$ cat src/adc5g_regmap_pkg.sv
/*
 * ADC5G register map
 * word offsets, config word fields and chip reset length of the Wishbone window
 */
package adc5g_regmap_pkg;

  // word offset sits in wb_adr_i[4:2]
  localparam int ADDR_LSB = 2;
  localparam int ADDR_W   = 3;

  localparam logic [ADDR_W-1:0] REG_RESET = 3'd0; // per-chip reset pulse
  localparam logic [ADDR_W-1:0] REG_CFG0  = 3'd1; // adc 0 serial command
  localparam logic [ADDR_W-1:0] REG_CFG1  = 3'd2; // adc 1 serial command

  localparam int CFG_START_BIT = 0; // write side
  localparam int CFG_DONE_BIT  = 0; // read side
  localparam int CFG_ADDR_LSB  = 8;
  localparam int CFG_DATA_LSB  = 16;

  localparam logic [7:0] RST_LENGTH = 8'd16; // clocks

  localparam int NUM_ADC = 2;

endpackage

$ cat src/adc3wire_pkg.sv
/*
 * ADC three-wire serial port definitions
 * command, status and pin bundles plus serial clock strobe positions
 */
package adc3wire_pkg;

  localparam int ADDR_BITS = 8;
  localparam int DATA_BITS = 16;

  // one serial period is 2**SCLK_DIV_W clocks
  localparam int SCLK_DIV_W = 5;

  localparam logic [SCLK_DIV_W-1:0] CNT_FALL    = 5'd0;  // sdata update
  localparam logic [SCLK_DIV_W-1:0] CNT_PRERISE = 5'd15; // read sample point
  localparam logic [SCLK_DIV_W-1:0] CNT_MIDHIGH = 5'd24; // end of frame check

  // addr[7] set selects a write frame
  typedef struct packed {
    logic [ADDR_BITS-1:0] addr;
    logic [DATA_BITS-1:0] data;
  } adc3wire_cmd_t;

  typedef struct packed {
    logic                 done;
    logic [DATA_BITS-1:0] rdata; // last read frame
  } adc3wire_stat_t;

  typedef struct packed {
    logic sclk;
    logic sdata;
    logic mode_n; // low while a frame is on the wires
  } adc3wire_pins_t;

endpackage

$ cat src/adc5g_wb_regs.sv
/*
 * ADC5G Wishbone register slave
 * decodes the register window, holds the serial commands and builds read data
 */
`timescale 1ns/1ps

module adc5g_wb_regs
  import adc5g_regmap_pkg::*, adc3wire_pkg::*;
(
  input  logic                 wb_clk_i,
  input  logic                 wb_rst_i,
  input  logic                 wb_cyc_i,
  input  logic                 wb_stb_i,
  input  logic                 wb_we_i,
  input  logic [31:0]          wb_adr_i,
  input  logic [3:0]           wb_sel_i,
  input  logic [31:0]          wb_dat_i,
  output logic                 wb_ack_o,
  output logic [31:0]          wb_dat_o,
  output logic [NUM_ADC-1:0]   cfg_start_o,
  output adc3wire_cmd_t        cfg_cmd_o [NUM_ADC],
  input  adc3wire_stat_t       cfg_stat_i [NUM_ADC],
  output logic [NUM_ADC-1:0]   rst_req_o,
  input  logic [NUM_ADC-1:0]   adc_reset_i
);

  logic [ADDR_W-1:0]  word;
  logic [NUM_ADC-1:0] cfg_hit;
  logic [NUM_ADC-1:0] done_vec;
  logic               accept;
  logic [31:0]        rd_data;
  logic [31:0]        dat_q;

  assign word       = wb_adr_i[ADDR_LSB +: ADDR_W];
  assign cfg_hit[0] = (word == REG_CFG0);
  assign cfg_hit[1] = (word == REG_CFG1);

  always_comb begin
    for (int i = 0; i < NUM_ADC; i++) begin
      done_vec[i] = cfg_stat_i[i].done;
    end
  end

  // a busy engine stalls its own word only
  assign accept = wb_cyc_i && wb_stb_i && !wb_ack_o && !(|(cfg_hit & ~done_vec));

  always_comb begin
    rd_data = '0;
    if (word == REG_RESET) begin
      rd_data[NUM_ADC-1:0] = adc_reset_i; // live levels
    end
    for (int i = 0; i < NUM_ADC; i++) begin
      if (cfg_hit[i]) begin
        rd_data[CFG_DATA_LSB +: DATA_BITS] = cfg_stat_i[i].rdata;
        rd_data[CFG_ADDR_LSB +: ADDR_BITS] = cfg_cmd_o[i].addr;
        rd_data[CFG_DONE_BIT]              = cfg_stat_i[i].done;
      end
    end
  end

  always_ff @(posedge wb_clk_i) begin
    if (wb_rst_i) begin
      wb_ack_o    <= 1'b0;
      cfg_start_o <= '0;
      rst_req_o   <= '0;
      for (int i = 0; i < NUM_ADC; i++) begin
        cfg_cmd_o[i] <= '0;
      end
    end else begin
      wb_ack_o    <= accept;
      cfg_start_o <= '0; // single cycle pulses
      rst_req_o   <= '0;
      if (accept && wb_we_i) begin
        if (word == REG_RESET && wb_sel_i[0]) begin
          rst_req_o <= wb_dat_i[NUM_ADC-1:0];
        end
        for (int i = 0; i < NUM_ADC; i++) begin
          if (cfg_hit[i]) begin
            if (wb_sel_i[0]) begin
              cfg_start_o[i] <= wb_dat_i[CFG_START_BIT];
            end
            if (wb_sel_i[1]) begin
              cfg_cmd_o[i].addr <= wb_dat_i[CFG_ADDR_LSB +: ADDR_BITS];
            end
            if (wb_sel_i[2]) begin
              cfg_cmd_o[i].data[7:0] <= wb_dat_i[CFG_DATA_LSB +: 8];
            end
            if (wb_sel_i[3]) begin
              cfg_cmd_o[i].data[15:8] <= wb_dat_i[CFG_DATA_LSB + 8 +: 8];
            end
          end
        end
      end
    end
  end

  always_ff @(posedge wb_clk_i) begin
    if (accept) begin
      dat_q <= wb_we_i ? '0 : rd_data;
    end
  end

  assign wb_dat_o = wb_ack_o ? dat_q : '0;

endmodule

$ cat src/adc3wire_master.sv
/*
 * ADC three-wire serial engine
 * divides wb_clk_i into sclk, shifts out address and data, samples read data
 */
`timescale 1ns/1ps

module adc3wire_master
  import adc3wire_pkg::*;
(
  input  logic           wb_clk_i,
  input  logic           wb_rst_i,
  input  logic           start_i,
  input  adc3wire_cmd_t  cmd_i,
  input  logic           sdata_i,
  output adc3wire_stat_t stat_o,
  output adc3wire_pins_t pins_o
);

  typedef enum logic [2:0] {
    ST_IDLE,
    ST_CLKWAIT,
    ST_ADDR,
    ST_WDATA,
    ST_RTURN,
    ST_RDATA,
    ST_ALMOST,
    ST_FINISH
  } state_e;

  state_e                                     state_q;
  logic [SCLK_DIV_W-1:0]                      div_q;
  logic                                       fall_stb;
  logic                                       prerise_stb;
  logic                                       midhigh_stb;
  logic [$clog2(ADDR_BITS + DATA_BITS + 1)-1:0] bit_cnt_q;
  logic                                       wr_q;
  logic [ADDR_BITS+DATA_BITS-1:0]             tx_q;
  logic [DATA_BITS-1:0]                       rx_q;
  logic [DATA_BITS-1:0]                       rdata_q;
  logic                                       frame_act;

  assign fall_stb    = (div_q == CNT_FALL);
  assign prerise_stb = (div_q == CNT_PRERISE);
  assign midhigh_stb = (div_q == CNT_MIDHIGH);

  always_ff @(posedge wb_clk_i) begin
    if (wb_rst_i || state_q == ST_IDLE) begin
      div_q <= '0; // restart each frame
    end else begin
      div_q <= div_q + 1'b1;
    end
  end

  always_ff @(posedge wb_clk_i) begin
    if (wb_rst_i) begin
      state_q   <= ST_IDLE;
      bit_cnt_q <= '0;
      wr_q      <= 1'b0;
      rdata_q   <= '0;
    end else begin
      case (state_q)
        ST_IDLE: begin
          if (start_i) begin
            state_q <= ST_CLKWAIT;
            wr_q    <= cmd_i.addr[ADDR_BITS-1];
          end
        end
        ST_CLKWAIT: begin
          if (fall_stb) begin
            state_q   <= ST_ADDR;
            bit_cnt_q <= '0;
          end
        end
        ST_ADDR: begin
          if (fall_stb) begin
            bit_cnt_q <= bit_cnt_q + 1'b1;
            if (bit_cnt_q == ADDR_BITS - 1) begin
              state_q <= wr_q ? ST_WDATA : ST_RTURN;
            end
          end
        end
        ST_WDATA: begin
          if (fall_stb) begin
            bit_cnt_q <= bit_cnt_q + 1'b1;
          end
          if (midhigh_stb && bit_cnt_q == ADDR_BITS + DATA_BITS - 1) begin
            state_q <= ST_ALMOST;
          end
        end
        ST_RTURN: begin
          if (fall_stb) begin
            state_q <= ST_RDATA; // one idle period, sclk held low
          end
        end
        ST_RDATA: begin
          if (prerise_stb) begin
            bit_cnt_q <= bit_cnt_q + 1'b1;
          end
          if (midhigh_stb && bit_cnt_q == ADDR_BITS + DATA_BITS) begin
            state_q <= ST_ALMOST;
          end
        end
        ST_ALMOST: begin
          if (prerise_stb) begin
            state_q <= ST_FINISH;
          end
        end
        ST_FINISH: begin
          if (fall_stb) begin
            state_q <= ST_IDLE;
            rdata_q <= rx_q; // with done
          end
        end
        default: begin
          state_q <= ST_IDLE;
        end
      endcase
    end
  end

  always_ff @(posedge wb_clk_i) begin
    if (state_q == ST_IDLE && start_i) begin
      tx_q <= cmd_i;
      rx_q <= '0;
    end else begin
      if (fall_stb && (state_q == ST_ADDR || state_q == ST_WDATA)) begin
        tx_q <= tx_q << 1; // msb first
      end
      if (prerise_stb && state_q == ST_RDATA) begin
        rx_q <= {rx_q[DATA_BITS-2:0], sdata_i};
      end
    end
  end

  assign frame_act = (state_q inside {ST_ADDR, ST_WDATA, ST_RTURN, ST_RDATA, ST_ALMOST});

  assign pins_o.sclk   = div_q[SCLK_DIV_W-1] && frame_act && (state_q != ST_RTURN);
  assign pins_o.sdata  = frame_act && tx_q[ADDR_BITS+DATA_BITS-1];
  assign pins_o.mode_n = !frame_act;

  assign stat_o.done  = (state_q == ST_IDLE);
  assign stat_o.rdata = rdata_q;

endmodule

$ cat src/adc_reset_stretch.sv
/*
 * ADC reset stretcher
 * holds the chip reset for RST_LENGTH clocks after a request or bus reset
 */
`timescale 1ns/1ps

module adc_reset_stretch
  import adc5g_regmap_pkg::*;
(
  input  logic wb_clk_i,
  input  logic wb_rst_i,
  input  logic req_i,
  output logic adc_reset_o
);

  logic [7:0] cnt_q;

  always_ff @(posedge wb_clk_i) begin
    if (wb_rst_i || req_i) begin
      cnt_q <= RST_LENGTH; // reload
    end else if (cnt_q != '0) begin
      cnt_q <= cnt_q - 1'b1;
    end
  end

  assign adc_reset_o = (cnt_q != '0);

endmodule

$ cat src/adc5g_ctrl_top.sv
/*
 * ADC5G configuration controller
 * Wishbone registers feeding one serial engine and reset stretcher per chip
 */
`timescale 1ns/1ps

module adc5g_ctrl_top
  import adc5g_regmap_pkg::*, adc3wire_pkg::*;
(
  input  logic           wb_clk_i,
  input  logic           wb_rst_i,
  input  logic           wb_cyc_i,
  input  logic           wb_stb_i,
  input  logic           wb_we_i,
  input  logic [31:0]    wb_adr_i,
  input  logic [3:0]     wb_sel_i,
  input  logic [31:0]    wb_dat_i,
  output logic [31:0]    wb_dat_o,
  output logic           wb_ack_o,
  output adc3wire_pins_t adc0_pins_o,
  output adc3wire_pins_t adc1_pins_o,
  input  logic           adc0_sdata_i,
  input  logic           adc1_sdata_i,
  output logic           adc0_reset_o,
  output logic           adc1_reset_o
);

  logic [NUM_ADC-1:0] cfg_start;
  adc3wire_cmd_t      cfg_cmd  [NUM_ADC];
  adc3wire_stat_t     cfg_stat [NUM_ADC];
  logic [NUM_ADC-1:0] rst_req;
  logic [NUM_ADC-1:0] adc_reset;
  logic [NUM_ADC-1:0] sdata;
  adc3wire_pins_t     pins [NUM_ADC];

  adc5g_wb_regs u_regs (
    .wb_clk_i, .wb_rst_i, .wb_cyc_i, .wb_stb_i, .wb_we_i,
    .wb_adr_i, .wb_sel_i, .wb_dat_i, .wb_ack_o, .wb_dat_o,
    .cfg_start_o (cfg_start),
    .cfg_cmd_o   (cfg_cmd),
    .cfg_stat_i  (cfg_stat),
    .rst_req_o   (rst_req),
    .adc_reset_i (adc_reset)
  );

  assign sdata = {adc1_sdata_i, adc0_sdata_i};

  for (genvar i = 0; i < NUM_ADC; i++) begin : g_adc
    adc3wire_master u_spi (
      .wb_clk_i, .wb_rst_i,
      .start_i (cfg_start[i]),
      .cmd_i   (cfg_cmd[i]),
      .sdata_i (sdata[i]),
      .stat_o  (cfg_stat[i]),
      .pins_o  (pins[i])
    );

    adc_reset_stretch u_rst (
      .wb_clk_i, .wb_rst_i,
      .req_i       (rst_req[i]),
      .adc_reset_o (adc_reset[i])
    );
  end

  assign adc0_pins_o  = pins[0];
  assign adc1_pins_o  = pins[1];
  assign adc0_reset_o = adc_reset[0];
  assign adc1_reset_o = adc_reset[1];

endmodule

$ cat config.mk
export PLATFORM = sky130hd
export DESIGN_NAME = adc5g_ctrl_top
export DESIGN_NICKNAME = d
export VERILOG_FILES = /design/src/adc5g_regmap_pkg.sv /design/src/adc3wire_pkg.sv /design/src/adc5g_wb_regs.sv /design/src/adc3wire_master.sv /design/src/adc_reset_stretch.sv /design/src/adc5g_ctrl_top.sv
export SDC_FILE = /design/constraint.sdc
export NUM_CORES = 1
export LEC_CHECK = 0
export ABC_AREA = 1
export BUFFER_PORTS_ARGS = -buffer_cell sky130_fd_sc_hd__buf_2
export CAP_MARGIN = 20
export CORE_AREA = 4 4 140 142
export DETAILED_ROUTE_END_ITERATION = 6
export DIE_AREA = 0 0 144 146
export GPL_TIMING_DRIVEN = 1
export PLACE_DENSITY_LB_ADDON = 0.12
export SLEW_MARGIN = 30
export SYNTH_ARGS = -nofsm -noshare
export SYNTH_HDL_FRONTEND = slang
export SYNTH_SLANG_ARGS = --single-unit
$ cat constraint.sdc
create_clock -name wb_clk_i -period 3.95 [get_ports wb_clk_i]
set_clock_uncertainty 0.2 [all_clocks]
set_input_delay 0.79 -clock wb_clk_i [delete_from_list [all_inputs] [get_ports wb_clk_i]]
set_output_delay 0.79 -clock wb_clk_i [all_outputs]
set_load 0.1 [all_outputs]
==> metrics.txt <==
status complete, no violations; XOR/XNOR share of the synthesized area 0.816%; setup TNS 0 ns; max-cap viol count 0; CP Capture Type primary output; worst setup path category reg2out; worst path required time 2.96 ns; hold_buf cts 0; initial antenna violation count 0; critical path launch point type register; fin cells 1,686; CTS tree yes; post-synthesis compound-gate area fraction 11.4%; row count 50; hold path endpoint g_adc[1].u_rst.cnt_q[0]; RePlAce Congestion 0.894; GR Overflow Total 0; Cell variety after synth 33; setup bufs post-CTS 0; number of global-route vias before repair 7,654; Seq/Total Area, Yosys 50.8%; setup violators final 0; post_cts resized 0; Die Ht 146 um; post-synthesis mux area share 0%; flop2flop setup slack 1.50 ns; average cell area after synthesis 7.72 um2; total track usage 21.4%; largest net degree at the start of global routing 65; Max Transition Viols Final 0; crit-path max FO 8; crit share post-route 74.7%; H-tree Lvls 1; DRC viols 0; Least-Margin Pin Slew 0.895 ns; Die X 144 um; post-synthesis adder-cell area fraction 1.63%; Max Freq 339 MHz; CP arrival 1.96 ns; P per Cell Area 560 nW/um2; hold violation count in the final report 0; fill count 1,627; Layout area overhead 11.7%; Post-Synthesis Cells 1,390; maximum vdd ir drop 0.427 mV; Post-Synth Simple-Gate Area 23.1%; Final min period 2.95 ns; hold depth 1; Synth warnings 0; main combinational cell family by area after synthesis simple AND/OR/NAND/NOR gates; Slew headroom 40.3%; Final HPWL DP 15,100 um; Core ar. 18,500 um2; Max Buffers Root-to-Sink 3; unrepaired setup endpoints after global routing no; Ports 116; Syn Std Cell Area 10,700 um2; Clock Pin Slew Worst Setup and Hold Paths 0.06 ns; total power 6.71 mW; Nets 1,522; reg2reg end g_adc[0].u_spi.rx_q[10]; FF+latch count, synth 235; Starting DRT DRC Count 613; CTS Root Cell clkbuf_16; Hold Crit Start g_adc[1].u_rst.cnt_q[0]; first-pass GRT wire length 37,500 um; Worst R2R Start g_adc[0].u_spi.state_q[2]; via count 8,606; Initial Util 58.1%; average vias per placed instance 5.10; post-route ant nets 0; die area 21,000 um2; leakage power 5.57 nW; DP Cell Count 1,640; overall routed net length 22,600 um; Sink Count 235; wire per inst 13.4 um; Hold WC Path Type reg2reg; Num CTS Buffers 25; path depth of the worst reg2reg path 5; share of post-route cells with drive strength above 1 10.1%; drt pass-1 iters 5; IO buf count 74; Skew-Pair Late Insertion Delay 0.51 ns
[logic make-up (layout without fill, tap and decap cells)]
| kind of cell | Yosys count | count (layout) |
|---|---|---|
| compound gates | 243 | 243 |
| flops | 235 | 235 |
| fa+ha+maj | 14 | 14 |
| xor+xnor | 10 | 10 |
| buf+inv | 325 | 381 |
| other cells | 1 | 7 |
| simple gates | 562 | 562 |
[where the power goes]
part / leakage (nW) / total [mW] / switching, mW / internal (mW)
clock network: 0.400 / 2.31 / 0.902 / 1.40
registers: 2.00 / 2.96 / 0.163 / 2.79
logic: 3.18 / 1.45 / 1.05 / 0.396
[cell usage in the layout (no fill, tap or decap), types with 4 or more instances in the layout]
cell and count:
nand2_1 315, inv_1 245, dfxtp_1 160, nor2_1 134, o21ai_0 123, a21oi_1 112
edfxtp_1 74, buf_2 74, nand4_1 53, nand3_1 35, clkbuf_16 26, ha_1 14
xor2_1 8, buf_4 8, clkbuf_1 7, nand4_4 6, conb_1 6, nor2_4 5
nand2_2 5, inv_2 5, clkinv_1 5, clkbuf_8 4
[sequential cells by signal, summed over array words and instances, names as in the netlist]
| signal | flops |
|---|---|
| u_regs.cfg_cmd_o | 48 |
| u_regs.dat_q | 26 |
| g_adc.u_spi.div_q | 10 |
| u_regs.cfg_start_o | 2 |
| g_adc.u_spi.tx_q | 48 |
| g_adc.u_rst.cnt_q | 16 |
| g_adc.u_spi.state_q | 6 |
| g_adc.u_spi.rdata_q | 32 |
| g_adc.u_spi.rx_q | 32 |
| u_regs.rst_req_o | 2 |
| u_regs.wb_ack_o | 1 |
| g_adc.u_spi.bit_cnt_q | 10 |
| g_adc.u_spi.wr_q | 2 |
[per-layer routing]
layer / wire (um) / track usage, % / vias up / part of all wire, %
li1: - / - / 4473 / -
met1: 11200 / 33.0 / 3923 / 49
met2: 9790 / 31.8 / 179 / 43
met3: 1230 / 3.38 / 31 / 5.4
met4: 399 / 4.76 / 0 / 1.8
met5: 0 / 0 / - / 0
[worst max-delay path, stage by stage (launching register included)]
cell and delay (ns):
dfxtp_1 0.50, inv_1 0.14, nor2_1 0.11, inv_1 0.09, nand2_1 0.07, inv_1 0.05
nor2_1 0.07, buf_2 0.42
[through the flow]
stage               hold slack [ns]  util (%)  setup slack [ns]  instance area (um2)
detailed placement            0.245      60.5              1.26                11200
finish                        0.253      64.9              1.00                12000
global placement              0.235      60.4              1.19                11200
global route                  0.279      64.9             0.835                12000
floorplan                     0.217         -             0.482                10700
CTS                           0.255      64.9             0.981                12000
[synth_stat cells]
| library cell | n | share of area, % |
|---|---|---|
| nand3_1 | 35 | 1.6 |
| and2_2 | 1 | 0.070 |
| a211oi_1 | 1 | 0.070 |
| dfxtp_1 | 161 | 30 |
| nor3_1 | 3 | 0.14 |
| a21oi_1 | 112 | 5.2 |
| conb_1 | 1 | 0.035 |
| o211ai_1 | 2 | 0.14 |
| or2_2 | 1 | 0.058 |
| nand2_2 | 5 | 0.29 |
| o22ai_1 | 1 | 0.058 |
| buf_1 | 10 | 0.35 |
| o21ai_0 | 125 | 5.8 |
| nand3_2 | 1 | 0.093 |
| xor2_1 | 8 | 0.65 |
| ha_1 | 14 | 1.6 |
| nand4_1 | 53 | 3.1 |
| clkinv_1 | 1 | 0.035 |
| buf_2 | 10 | 0.47 |
| xnor2_1 | 2 | 0.16 |
| clkbuf_1 | 39 | 1.4 |
| nand2_1 | 315 | 11 |
| nor3b_1 | 2 | 0.14 |
| nor2_8 | 1 | 0.19 |
| nor2_4 | 5 | 0.52 |
| inv_1 | 246 | 8.6 |
| nand4_4 | 6 | 1.2 |
| edfxtp_1 | 74 | 21 |
| a31oi_1 | 2 | 0.12 |
| inv_2 | 5 | 0.17 |
| buf_6 | 6 | 0.63 |
| nor2_1 | 134 | 4.7 |
| buf_4 | 8 | 0.56 |
[worst max path at each step]
stage                                end  slack (ns)                 startpoint  cells past startpoint
global placement             wb_dat_o[9]        1.19            u_regs.wb_ack_o                      3
finish                    adc0_pins_o[1]        1.00  g_adc[0].u_spi.state_q[1]                      7
floorplan                 adc0_pins_o[1]        0.48  g_adc[0].u_spi.state_q[1]                      7
global route              adc0_pins_o[1]        0.83  g_adc[0].u_spi.state_q[1]                      7
CTS                       adc0_pins_o[1]        0.98  g_adc[0].u_spi.state_q[1]                      7
detailed placement  u_regs.cfg_cmd_o[23]        1.26                   wb_stb_i                      9
[cell type report]
cell class / count / area (um2) / area share (%)
Antenna cell: 1 / 2.50 / 0.0209
Clock buffer: 37 / 732 / 6.11
Clock inverter: 8 / 85.1 / 0.710
Inverter: 252 / 947 / 7.91
Multi-Input combinational cell: 835 / 4000 / 33.4
Sequential cell: 235 / 5450 / 45.5
Tap cell: 234 / 293 / 2.44
Timing Repair Buffer: 84 / 470 / 3.93
Note: power is estimated with default switching activity, not from simulation.
